==> src/design/xadc_pkg.sv <==
`default_nettype none

package xadc_pkg;

    //////////////////////////////////////////////////
    // Sample and word geometry
    //////////////////////////////////////////////////
    localparam int SAMPLE_W         = 12;    // One ADC result
    localparam int SAMPLES_PER_WORD = 5;
    localparam int WORD_W           = 64;    // FIFO bus word
    localparam int HDR_W            = WORD_W - SAMPLES_PER_WORD * SAMPLE_W;
    localparam int SLOT_W           = 3;     // Slot index inside a word

    // Channel selection
    localparam int CHAN_W       = 3;
    localparam int NUM_CHANNELS = 8;
    localparam int ADC_CH_W     = 5;         // ADC side channel address
    localparam int VMM_ID_W     = 16;

    //////////////////////////////////////////////////
    // Frame and run limits
    //////////////////////////////////////////////////
    localparam int MAX_WORDS_PER_FRAME = 150;
    localparam int WORD_CNT_W          = 9;
    localparam int PKT_LEN_W           = 12;
    localparam int COUNT_W             = 11; // Samples per channel
    localparam int DELAY_W             = 18; // Idle cycles between samples

    // Sequencer FSM
    typedef enum logic [2:0] {
        SEQ_IDLE,
        SEQ_REQUEST,
        SEQ_WAIT_ADC,
        SEQ_DELAY,
        SEQ_FLUSH,
        SEQ_WAIT_RELEASE
    } seq_state_t;

    // Frame writer FSM
    typedef enum logic [1:0] {
        WR_IDLE,
        WR_WRITE,
        WR_CLEAR,
        WR_HOLD
    } wr_state_t;

endpackage

`default_nettype wire

==> src/design/frame_writer.sv <==
`timescale 1ns/1ps
`default_nettype none

module frame_writer import xadc_pkg::*;
(
    input  wire logic                  clk200,
    input  wire logic                  rst,
    input  wire logic                  word_full,
    input  wire logic                  flush,
    input  wire logic [WORD_W-1:0]     pack_word,
    input  wire logic [WORD_CNT_W-1:0] word_count,
    output logic [WORD_W-1:0]          fifo_bus,
    output logic                       data_fifo_enable,
    output logic [PKT_LEN_W-1:0]       packet_len,
    output logic                       end_of_data,
    output logic                       word_taken,
    output logic                       frame_taken,
    output logic                       flush_done
);

    wr_state_t   state;
    logic        from_flush;    // Current write closes a channel
    logic        frame_end;

    assign frame_end = from_flush || (word_count == WORD_CNT_W'(MAX_WORDS_PER_FRAME));

    //////////////////////////////////////////////////
    // FIFO write FSM
    //////////////////////////////////////////////////
    always_ff @(posedge clk200)
    begin
        if (rst)
        begin
            state            <= WR_IDLE;
            from_flush       <= 1'b0;
            data_fifo_enable <= 1'b0;
            end_of_data      <= 1'b0;
            word_taken       <= 1'b0;
            frame_taken      <= 1'b0;
            flush_done       <= 1'b0;
        end
        else
        begin
            data_fifo_enable <= 1'b0;
            word_taken       <= 1'b0;
            frame_taken      <= 1'b0;
            flush_done       <= 1'b0;

            case (state)
                WR_IDLE:
                begin
                    if (word_full || flush)
                    begin
                        packet_len <= PKT_LEN_W'(word_count);
                        from_flush <= flush;
                        state      <= WR_WRITE;
                    end
                end

                WR_WRITE:
                begin
                    fifo_bus         <= pack_word;
                    data_fifo_enable <= 1'b1;
                    word_taken       <= 1'b1;  // Packer clears in the next cycle
                    flush_done       <= from_flush;
                    if (frame_end)
                    begin
                        end_of_data <= 1'b1;
                        frame_taken <= 1'b1;
                    end
                    state <= WR_CLEAR;
                end

                WR_CLEAR: state <= WR_HOLD;   // end_of_data kept for a second cycle

                WR_HOLD:
                begin
                    end_of_data <= 1'b0;
                    state       <= WR_IDLE;
                end

                default: state <= WR_IDLE;
            endcase
        end
    end

endmodule

`default_nettype wire

==> src/design/sample_sequencer.sv <==
`timescale 1ns/1ps
`default_nettype none

module sample_sequencer import xadc_pkg::*;
(
    input  wire logic                  clk200,
    input  wire logic                  rst,
    input  wire logic                  data_in_rdy,
    input  wire logic [VMM_ID_W-1:0]   vmm_id,
    input  wire logic [COUNT_W-1:0]    sample_size,
    input  wire logic [DELAY_W-1:0]    delay_in,
    input  wire logic                  udp_done,
    input  wire logic                  adc_done,
    input  wire logic [SAMPLE_W-1:0]   adc_result,
    input  wire logic                  flush_done,
    output logic                       adc_start,
    output logic [ADC_CH_W-1:0]        adc_channel,
    output logic                       sample_valid,
    output logic [SAMPLE_W-1:0]        sample,
    output logic [CHAN_W-1:0]          chan_sel,
    output logic                       flush,
    output logic                       xadc_busy
);

    seq_state_t            state;
    logic                  data_in_rdy_d;
    logic                  read_all;
    logic                  flush_sent;
    logic [CHAN_W-1:0]     chan;
    logic [COUNT_W-1:0]    cnt;
    logic [COUNT_W-1:0]    cnt_inc;
    logic [DELAY_W-1:0]    dcnt;
    logic [VMM_ID_W-1:0]   vmm_m1;
    logic                  read_all_now;

    assign vmm_m1       = vmm_id - 1'b1;        // Chips are numbered from 1
    assign read_all_now = (vmm_m1[3:0] > 4'd7);
    assign cnt_inc      = cnt + 1'b1;

    assign adc_channel = {{(ADC_CH_W - CHAN_W){1'b0}}, chan};
    assign chan_sel    = chan;

    //////////////////////////////////////////////////
    // Run control FSM
    //////////////////////////////////////////////////
    always_ff @(posedge clk200)
    begin
        if (rst)
        begin
            state         <= SEQ_IDLE;
            data_in_rdy_d <= 1'b0;
            read_all      <= 1'b0;
            flush_sent    <= 1'b0;
            chan          <= '0;
            cnt           <= '0;
            dcnt          <= '0;
            adc_start     <= 1'b0;
            sample_valid  <= 1'b0;
            flush         <= 1'b0;
            xadc_busy     <= 1'b0;
        end
        else
        begin
            data_in_rdy_d <= data_in_rdy;
            adc_start     <= 1'b0;
            sample_valid  <= 1'b0;
            flush         <= 1'b0;

            case (state)
                SEQ_IDLE:
                begin
                    if (data_in_rdy && !data_in_rdy_d)    // New command
                    begin
                        xadc_busy <= 1'b1;
                        read_all  <= read_all_now;
                        chan      <= read_all_now ? '0 : vmm_m1[CHAN_W-1:0];
                        cnt       <= '0;
                        state     <= SEQ_REQUEST;
                    end
                end

                SEQ_REQUEST:
                begin
                    adc_start <= 1'b1;
                    state     <= SEQ_WAIT_ADC;
                end

                SEQ_WAIT_ADC:
                begin
                    if (adc_done)
                    begin
                        sample       <= adc_result;
                        sample_valid <= 1'b1;
                        cnt          <= cnt_inc;
                        dcnt         <= '0;
                        if (cnt_inc == sample_size)
                            state <= SEQ_FLUSH;           // Last sample of channel
                        else
                            state <= SEQ_DELAY;
                    end
                end

                // delay_in + 1 idle cycles, then the next request
                SEQ_DELAY:
                begin
                    if (dcnt == delay_in)
                    begin
                        adc_start <= 1'b1;
                        state     <= SEQ_WAIT_ADC;
                    end
                    else
                        dcnt <= dcnt + 1'b1;
                end

                SEQ_FLUSH:
                begin
                    if (!flush_sent)
                    begin
                        flush      <= 1'b1;
                        flush_sent <= 1'b1;
                    end
                    else if (flush_done)
                    begin
                        flush_sent <= 1'b0;
                        cnt        <= '0;
                        if (read_all && chan != CHAN_W'(NUM_CHANNELS - 1))
                        begin
                            chan  <= chan + 1'b1;
                            state <= SEQ_REQUEST;
                        end
                        else
                            state <= SEQ_WAIT_RELEASE;
                    end
                end

                // Old command gone and UDP frame sent
                SEQ_WAIT_RELEASE:
                begin
                    if (!data_in_rdy && udp_done)
                    begin
                        xadc_busy <= 1'b0;
                        state     <= SEQ_IDLE;
                    end
                end

                default: state <= SEQ_IDLE;
            endcase
        end
    end

endmodule

`default_nettype wire

==> src/design/word_packer.sv <==
`timescale 1ns/1ps
`default_nettype none

module word_packer import xadc_pkg::*;
(
    input  wire logic                  clk200,
    input  wire logic                  rst,
    input  wire logic                  sample_valid,
    input  wire logic [SAMPLE_W-1:0]   sample,
    input  wire logic [CHAN_W-1:0]     chan_sel,
    input  wire logic                  word_taken,
    input  wire logic                  frame_taken,
    output logic [WORD_W-1:0]          pack_word,
    output logic                       word_full,
    output logic [WORD_CNT_W-1:0]      word_count
);

    logic [SLOT_W-1:0]       slot;
    logic [SLOT_W-1:0]       slot_next;
    logic [WORD_W-1:0]       word_next;
    logic [WORD_CNT_W-1:0]   count_next;
    logic                    full_next;

    // Clears from the writer apply first, so a sample
    // landing in the same cycle goes into a fresh word
    always_comb
    begin
        word_next  = word_taken ? '0 : pack_word;
        slot_next  = word_taken ? '0 : slot;
        count_next = frame_taken ? '0 : word_count;
        full_next  = 1'b0;

        if (sample_valid)
        begin
            if (slot_next == '0)
                count_next = count_next + 1'b1;     // Word starts here
            word_next[int'(slot_next) * SAMPLE_W +: SAMPLE_W] = sample;
            word_next[WORD_W-1 -: HDR_W] = {{(HDR_W - CHAN_W){1'b0}}, chan_sel};

            if (slot_next == SLOT_W'(SAMPLES_PER_WORD - 1))
            begin
                full_next = 1'b1;
                slot_next = '0;
            end
            else
                slot_next = slot_next + 1'b1;
        end
    end

    always_ff @(posedge clk200)
    begin
        if (rst)
        begin
            pack_word  <= '0;   // Zero slots go out on partial words
            slot       <= '0;
            word_count <= '0;
            word_full  <= 1'b0;
        end
        else
        begin
            pack_word  <= word_next;
            slot       <= slot_next;
            word_count <= count_next;
            word_full  <= full_next;
        end
    end

endmodule

`default_nettype wire

==> src/design/xadc_capture_top.sv <==
`timescale 1ns/1ps
`default_nettype none

module xadc_capture_top import xadc_pkg::*;
(
    input  wire logic                  clk200,
    input  wire logic                  rst,
    input  wire logic                  data_in_rdy,
    input  wire logic [VMM_ID_W-1:0]   vmm_id,
    input  wire logic [COUNT_W-1:0]    sample_size,
    input  wire logic [DELAY_W-1:0]    delay_in,
    input  wire logic                  udp_done,
    input  wire logic                  adc_done,
    input  wire logic [SAMPLE_W-1:0]   adc_result,
    output logic                       adc_start,
    output logic [ADC_CH_W-1:0]        adc_channel,
    output logic [WORD_W-1:0]          fifo_bus,
    output logic                       data_fifo_enable,
    output logic [PKT_LEN_W-1:0]       packet_len,
    output logic                       end_of_data,
    output logic                       xadc_busy
);

    // Sequencer to packer and writer
    logic                    sample_valid;
    logic [SAMPLE_W-1:0]     sample;
    logic [CHAN_W-1:0]       chan_sel;
    logic                    flush;
    logic                    flush_done;

    // Packer and writer
    logic [WORD_W-1:0]       pack_word;
    logic                    word_full;
    logic [WORD_CNT_W-1:0]   word_count;
    logic                    word_taken;
    logic                    frame_taken;

    sample_sequencer i_sample_sequencer (
        .clk200       (clk200),
        .rst          (rst),
        .data_in_rdy  (data_in_rdy),
        .vmm_id       (vmm_id),
        .sample_size  (sample_size),
        .delay_in     (delay_in),
        .udp_done     (udp_done),
        .adc_done     (adc_done),
        .adc_result   (adc_result),
        .flush_done   (flush_done),
        .adc_start    (adc_start),
        .adc_channel  (adc_channel),
        .sample_valid (sample_valid),
        .sample       (sample),
        .chan_sel     (chan_sel),
        .flush        (flush),
        .xadc_busy    (xadc_busy)
    );

    word_packer i_word_packer (
        .clk200       (clk200),
        .rst          (rst),
        .sample_valid (sample_valid),
        .sample       (sample),
        .chan_sel     (chan_sel),
        .word_taken   (word_taken),
        .frame_taken  (frame_taken),
        .pack_word    (pack_word),
        .word_full    (word_full),
        .word_count   (word_count)
    );

    frame_writer i_frame_writer (
        .clk200           (clk200),
        .rst              (rst),
        .word_full        (word_full),
        .flush            (flush),
        .pack_word        (pack_word),
        .word_count       (word_count),
        .fifo_bus         (fifo_bus),
        .data_fifo_enable (data_fifo_enable),
        .packet_len       (packet_len),
        .end_of_data      (end_of_data),
        .word_taken       (word_taken),
        .frame_taken      (frame_taken),
        .flush_done       (flush_done)
    );

endmodule

`default_nettype wire

==> config.mk <==
export PLATFORM = sky130hd
export DESIGN_NAME = xadc_capture_top
export DESIGN_NICKNAME = d
export VERILOG_FILES = /design/src/design/xadc_pkg.sv /design/src/design/frame_writer.sv /design/src/design/sample_sequencer.sv /design/src/design/word_packer.sv /design/src/design/xadc_capture_top.sv
export SDC_FILE = /design/constraint.sdc
export NUM_CORES = 1
export LEC_CHECK = 0
export BUFFER_PORTS_ARGS = -buffer_cell sky130_fd_sc_hd__buf_2
export CAP_MARGIN = 10
export CORE_MARGIN = 1
export CORE_UTILIZATION = 62
export DETAILED_ROUTE_END_ITERATION = 10
export GPL_TIMING_DRIVEN = 0
export HOLD_SLACK_MARGIN = 0.05
export MAX_ROUTING_LAYER = met4
export PLACE_DENSITY = 0.86
export SYNTH_ARGS = -nofsm -noshare
export SYNTH_HDL_FRONTEND = slang
export SYNTH_HIERARCHICAL = 1
export SYNTH_SLANG_ARGS = --single-unit
==> constraint.sdc <==
create_clock -name clk200 -period 8.9 [get_ports clk200]
set_input_delay 1.78 -clock clk200 [delete_from_list [all_inputs] [get_ports clk200]]
set_output_delay 1.78 -clock clk200 [all_outputs]
set_load 0.03 [all_outputs]
# Yosys cells after proc, flatten, opt, wreduce, memory -nomap -nowiden
# Cells that the tools add are included.
dict set report op_classes {
  eq_ne 23
  muxes 48
  n_div 0
  n_bitwise 5
  reduce_logical 31
  order_cmp 1
  n_addsub 7
  shifts 2
  multipliers 1
}
# op count
set ops {}
lappend ops {{bitwise mux 64 bit} 1}
lappend ops {{two-way mux 64 bit} 1}
lappend ops {{variable shift 12 x 33 -> 64 bit, first input constant} 1}
lappend ops {{indexed part select 12 x 33 -> 64 bit} 1}
lappend ops {{two-way mux 63 bit} 1}
lappend ops {{two-way mux 3 bit} 16}
lappend ops {{two-way mux 11 bit} 4}
lappend ops {{two-way mux 18 bit} 2}
lappend ops {{one-hot mux 18 bit (2 select lines)} 1}
lappend ops {{negator 32 -> 33 bit} 1}
lappend ops {{one-hot mux 11 bit (3 select lines)} 1}
lappend ops {{two-way mux 9 bit} 3}
lappend ops {{adder 18 x 1 -> 18 bit, second input constant} 1}
lappend ops {{== test 18 bit} 1}
lappend ops {{one-hot mux 3 bit (6 select lines)} 1}
lappend ops {{inequality test 2 x 1 -> 1 bit, second input constant} 8}
lappend ops {{AND reduction 3 bit} 4}
lappend ops {{adder 11 x 1 -> 11 bit, second input constant} 1}
lappend ops {{== test 11 bit} 1}
lappend ops {{two-way mux 1 bit} 11}
lappend ops {{AND reduction 5 bit} 2}
lappend ops {{OR reduction 2 bit} 5}
lappend ops {{adder 9 x 1 -> 9 bit, second input constant} 1}
lappend ops {{== test 3 bit, second input constant} 3}
lappend ops {{other kinds (25)} 46}
dict set report totals {
  out_inout_bits 85
  rom_bits 0
  latchBits 0
  register_bits 211
  ramBits 0
  memories 0
}

# Depth between registers and ports, before layout
dict set report logic_depth {
  depth_word 6
  ltp_mapped 18
  ltp_nobuf 13
}

# By module
# The synthesis kept the hierarchy.
# module cells_per_inst area_each_um2 n_inst
set by_module_without_submodules {}
lappend by_module_without_submodules {word_packer 476 4227.8 1}
lappend by_module_without_submodules {sample_sequencer 358 3040.4 1}
lappend by_module_without_submodules {frame_writer 120 2605.0 1}

# Worst setup path after synthesis
# No wires, ideal clock.
dict set report synth_path {
  path_type {input to register}
  from {input rst}
  to {register i_frame_writer.fifo_bus[0] (enable)}
  arrival_ns 4.684
  slack_ns 3.719
  n_path_buf 0
  t_required_ns 8.403
  cell_stages 1
  cell_sequence {nor2b_1}
}
dict set report synth_via {
  elab_chain_cells 2
}
# item line_no
set synth_rtl {}
lappend synth_rtl {{from (decl)} xadc_capture_top.sv:7} ;# input wire logic rst,
lappend synth_rtl {{inverter 1 bit (no line)} n/a}
lappend synth_rtl {{AND reduction 2 bit (no line)} n/a}
lappend synth_rtl {{to (signal assigned)} frame_writer.sv:62} ;# fifo_bus <= pack_word;
lappend synth_rtl {{to (decl)} frame_writer.sv:12} ;# output logic [WORD_W-1:0] fifo_bus,
# No other way between the ends.
# A chain may end at the register's enable or synchronous reset.

# Worst setup path after layout
dict set report layout_path {
  from {register i_word_packer.slot[1]}
  to {register i_word_packer.pack_word[50]}
}
dict set report layout_via {
  elab_chain_cells 6
}
# item line_no
set layout_rtl {}
lappend layout_rtl {{from (decl)} word_packer.sv:18} ;# logic [SLOT_W-1:0] slot;
lappend layout_rtl {{from (signal assigned)} word_packer.sv:62} ;# slot <= slot_next;
lappend layout_rtl {{two-way mux 3 bit (*)} word_packer.sv:29} ;# slot_next = word_taken ? '0 : slot;
lappend layout_rtl {{multiplier 3 x 2 -> 5 bit (*)} word_packer.sv:37} ;# word_next[int'(slot_next) * SAMPLE_W +: SAMPLE_W] = sample;
lappend layout_rtl {{negator 32 -> 33 bit (*)} word_packer.sv:37}
lappend layout_rtl {{indexed part select 12 x 33 -> 64 bit / variable shift 12 x 33 -> 64 bit (equally long branches)} word_packer.sv:37}
lappend layout_rtl {{bitwise mux 64 bit (*)} word_packer.sv:37}
lappend layout_rtl {{two-way mux 63 bit (*)} word_packer.sv:33} ;# if (sample_valid)
lappend layout_rtl {{to (signal assigned)} word_packer.sv:61} ;# pack_word <= word_next;
lappend layout_rtl {{to (decl)} word_packer.sv:13} ;# output logic [WORD_W-1:0] pack_word,
# Mark *: on every way between the ends. The rest lies on a longest branch, timed or not.

==> qor.csv <==
metric;value;unit
fin util;0.753;
global-route wire length before repair;36.4;mm
Yosys reg bits;211;
Compound-Gate Fraction of Synth Area;0.147;
routability cong.;1.00;
DRC Markers;0;
Tcrit/Tclk final;0.539;
placed inst area;0.0108;mm2
Startpoint Class;register;
setup-violating endpoint count in the final report;0;
Worst Reg-to-Reg Cells;12;
P per Cell Area;218;mW/mm2
Internal;1.80;mW
register area;0.00507;mm2
Slowest cell on crit path;fa_1;
cell mode on critical path;clkbuf_1;
largest family of logic cells by synthesized area;simple AND/OR/NAND/NOR gates;
layout cell share with drive strength beyond 1;0.222;
initial DRC count;576;
Worst IR Drop VDD;0.136;mV
DRT antenna net count;0;
kind of critical path;reg2reg;
vias in the first global route;7294;
pre-CTS setup slack;4290;ps
FP Rows;45;
switching power;0.725;mW
worst setup slack after layout;4110;ps
Ports;147;
Worst Max-Slew Pin Slew;1030;ps
worst skew pair latency;500;ps
Hold Vio Cnt, Final;0;
area of the multi-input gates;0.00441;mm2
H-tree levels;1;
Clk pin slew, worst setup/hold paths;60;ps
Fmax;209;MHz
adder-cell area share of the yosys netlist;0.0261;
power share of the sequential group;0.437;
Mapped Cells;954;
Slew headroom;0.313;
Final Max Tran Viols;0;
clk sinks;211;
Final min period;4790;ps
Hold Path Class;reg2reg;
crit-path cells;clkbuf_1 -> nor2b_1 -> inv_1 -> fa_1 -> inv_1 -> ha_1 -> clkbuf_1 -> clkbuf_1 -> clkbuf_1 -> nand4_2 -> mux2_2 -> nor2_1;
number of synthesized flops with an enable pin;85;
Crit path largest cell delay;750;ps
Root Buffer;clkbuf_16;
post-synth top area share;0.259;
Netlist cell types;82;
initial antenna violation count;0;
top-count cell post-synth;dfxtp_1;
total power;2.53;mW
xor-xnor portion of the synthesized cell area;0.0515;
Final Cell Area;0.0116;mm2
CTS tree;done;
Critical Path Sink Type;register;
reg-to-reg startpoint;i_word_packer/slot[1];
Lkg Pwr;4.28;nW
Yosys warning total;6;
ys flop type;dfxtp_1;
RSZ-0062 raised after global routing;no;
CP Max Fanout;10;
Routed WL;22.7;mm
area leader, netlist;edfxtp_1;
placed cells;1298;
dpl hpwl;16.4;mm
setup tns final;0;ps
Synth area leaders;edfxtp_1 26%, dfxtp_1 26%, xnor2_1 4.1%;
asr flop ratio synth;0;
max-cap violations;0;
Post-CTS Resized;0;
WP data required;9310;ps
R2R Setup Slk;4110;ps
status;completed;
chip width;128;um
simple-gate share of the synthesized area;0.188;
Hold WS;425;ps
total core area;0.0154;mm2
Worst EP arrival;5210;ps
Switching Share;0.287;
final cell count without fillers;1336;
GRT Overall Usage;0.287;
CTS Buf Count;21;
via count;7877;
Min-Delay Path Depth;0;
GR Overflow Total;0;
Gate power share;0.195;
r2r endpoint;i_word_packer/pack_word[50];
Hold Startpoint;i_word_packer/pack_word[63];
Syn Area/Cell;10.3;um2
Post-CTS Setup Bufs;0;
Layout fillers;1100;
Clock Skew;18.1;ps
drt wl/cell;17.0;um
worst hold endpoint;i_frame_writer/fifo_bus[63];
Initial Utilization;0.642;
fin nets;1193;
Die H;128;um
Vias per Instance;5.90;
Die ar.;0.0164;mm2
# hold bufs at CTS;0;
port bufs;129;
Mapped Area;0.00987;mm2
# diodes;0;
CTS Buffer Depth;3;
top cells by count, synth;126 x dfxtp_1, 86 x nor2_1, 85 x edfxtp_1;
register area share after synthesis;0.514;
Clock power frac;0.368;
drt first pass iters;6;
Area Growth Syn to Fin;17.2;%
post-synthesis mux area share;0.0312;
largest net degree at the start of global routing;38;
metal layers:
layer	share of wire	track usage	routed length, um	vias to the layer above
met1	0.43	0.365	9640	3660
li1	-	-	-	3806
met3	0.077	0.0518	1750	57
met5	0	-	0	-
met2	0.47	0.459	10600	354
met4	0.031	0.102	711	0
power groups by stage:
stage                     registers, mW  clock network [mW]  logic [mW]
after global routing               1.11               0.980       0.530
after floorplan                    1.20                   0       0.270
after detailed placement           1.12                   0       0.483
final                              1.10               0.930       0.491
after global placement             1.13                   0       0.472
after CTS                          1.10               0.940       0.485
sequential cells by signal, summed over array words and instances (netlist names), 2 cells and up:
signal / count
i_sample_sequencer/cnt: 11
i_frame_writer/packet_len: 9
i_sample_sequencer/chan_sel: 3
i_frame_writer/fifo_bus: 64
i_word_packer/pack_word: 64
i_word_packer/word_count: 9
i_sample_sequencer/sample: 12
i_frame_writer/state: 2
i_sample_sequencer/dcnt: 18
i_sample_sequencer/state: 3
i_word_packer/slot: 3
how the worst max path moves through the flow:
stage	startpoint	endpoint	slack, ps
finish	i_word_packer/slot[1]	i_word_packer/pack_word[50]	4110
global placement	rst	i_frame_writer/fifo_bus[46]	2540
CTS	i_word_packer/slot[1]	i_word_packer/pack_word[11]	4250
global route	i_word_packer/slot[1]	i_word_packer/pack_word[17]	3820
floorplan	rst	i_frame_writer/fifo_bus[0]	3720
detailed placement	i_word_packer/slot[1]	i_word_packer/pack_word[50]	4290
cell type report:
cell class,count,area share
Multi-Input combinational cell,661,0.381
Clock inverter,8,0.0108
Tap cell,211,0.0228
Inverter,30,0.0106
Clock buffer,29,0.0533
Timing Repair Buffer,131,0.0580
Sequential cell,211,0.439
Buffer,55,0.0250
cell families (layout without fill, tap and decap cells):
group                      after synthesis  in the layout
AOI/OAI and AO/OA                      200            200
xor gates and xnor gates                55             55
adders and majority gates               20             20
buffers and inverters                   85            253
DFF                                    211            211
muxes                                   28             28
other                                    2              5
and+or+nand+nor                        353            353
worst max-delay path, delay by kind of cell (launching register included):
kind | cells | cell delay [ps]
AND/OR/NAND/NOR | 3 | 880
flip-flops | 1 | 330
multiplexers | 1 | 360
buffers and inverters | 6 | 2120
adder cells (fa/ha/maj) | 2 | 1020
cells in the final DEF (no fill, tap or decap), types with 19 or more instances in the layout:
| cell type | instances |
|---|---|
| o21ai_0 | 25 |
| edfxtp_1 | 85 |
| clkbuf_16 | 22 |
| buf_2 | 145 |
| nand3_1 | 30 |
| xnor2_1 | 46 |
| mux2_2 | 22 |
| dfxtp_1 | 126 |
| nor3_1 | 36 |
| clkbuf_1 | 25 |
| ha_1 | 19 |
| nand2_1 | 83 |
| a21oi_1 | 45 |
| inv_1 | 27 |
| nor2_1 | 86 |
No activity file was read; power rests on OpenSTA's default activity.
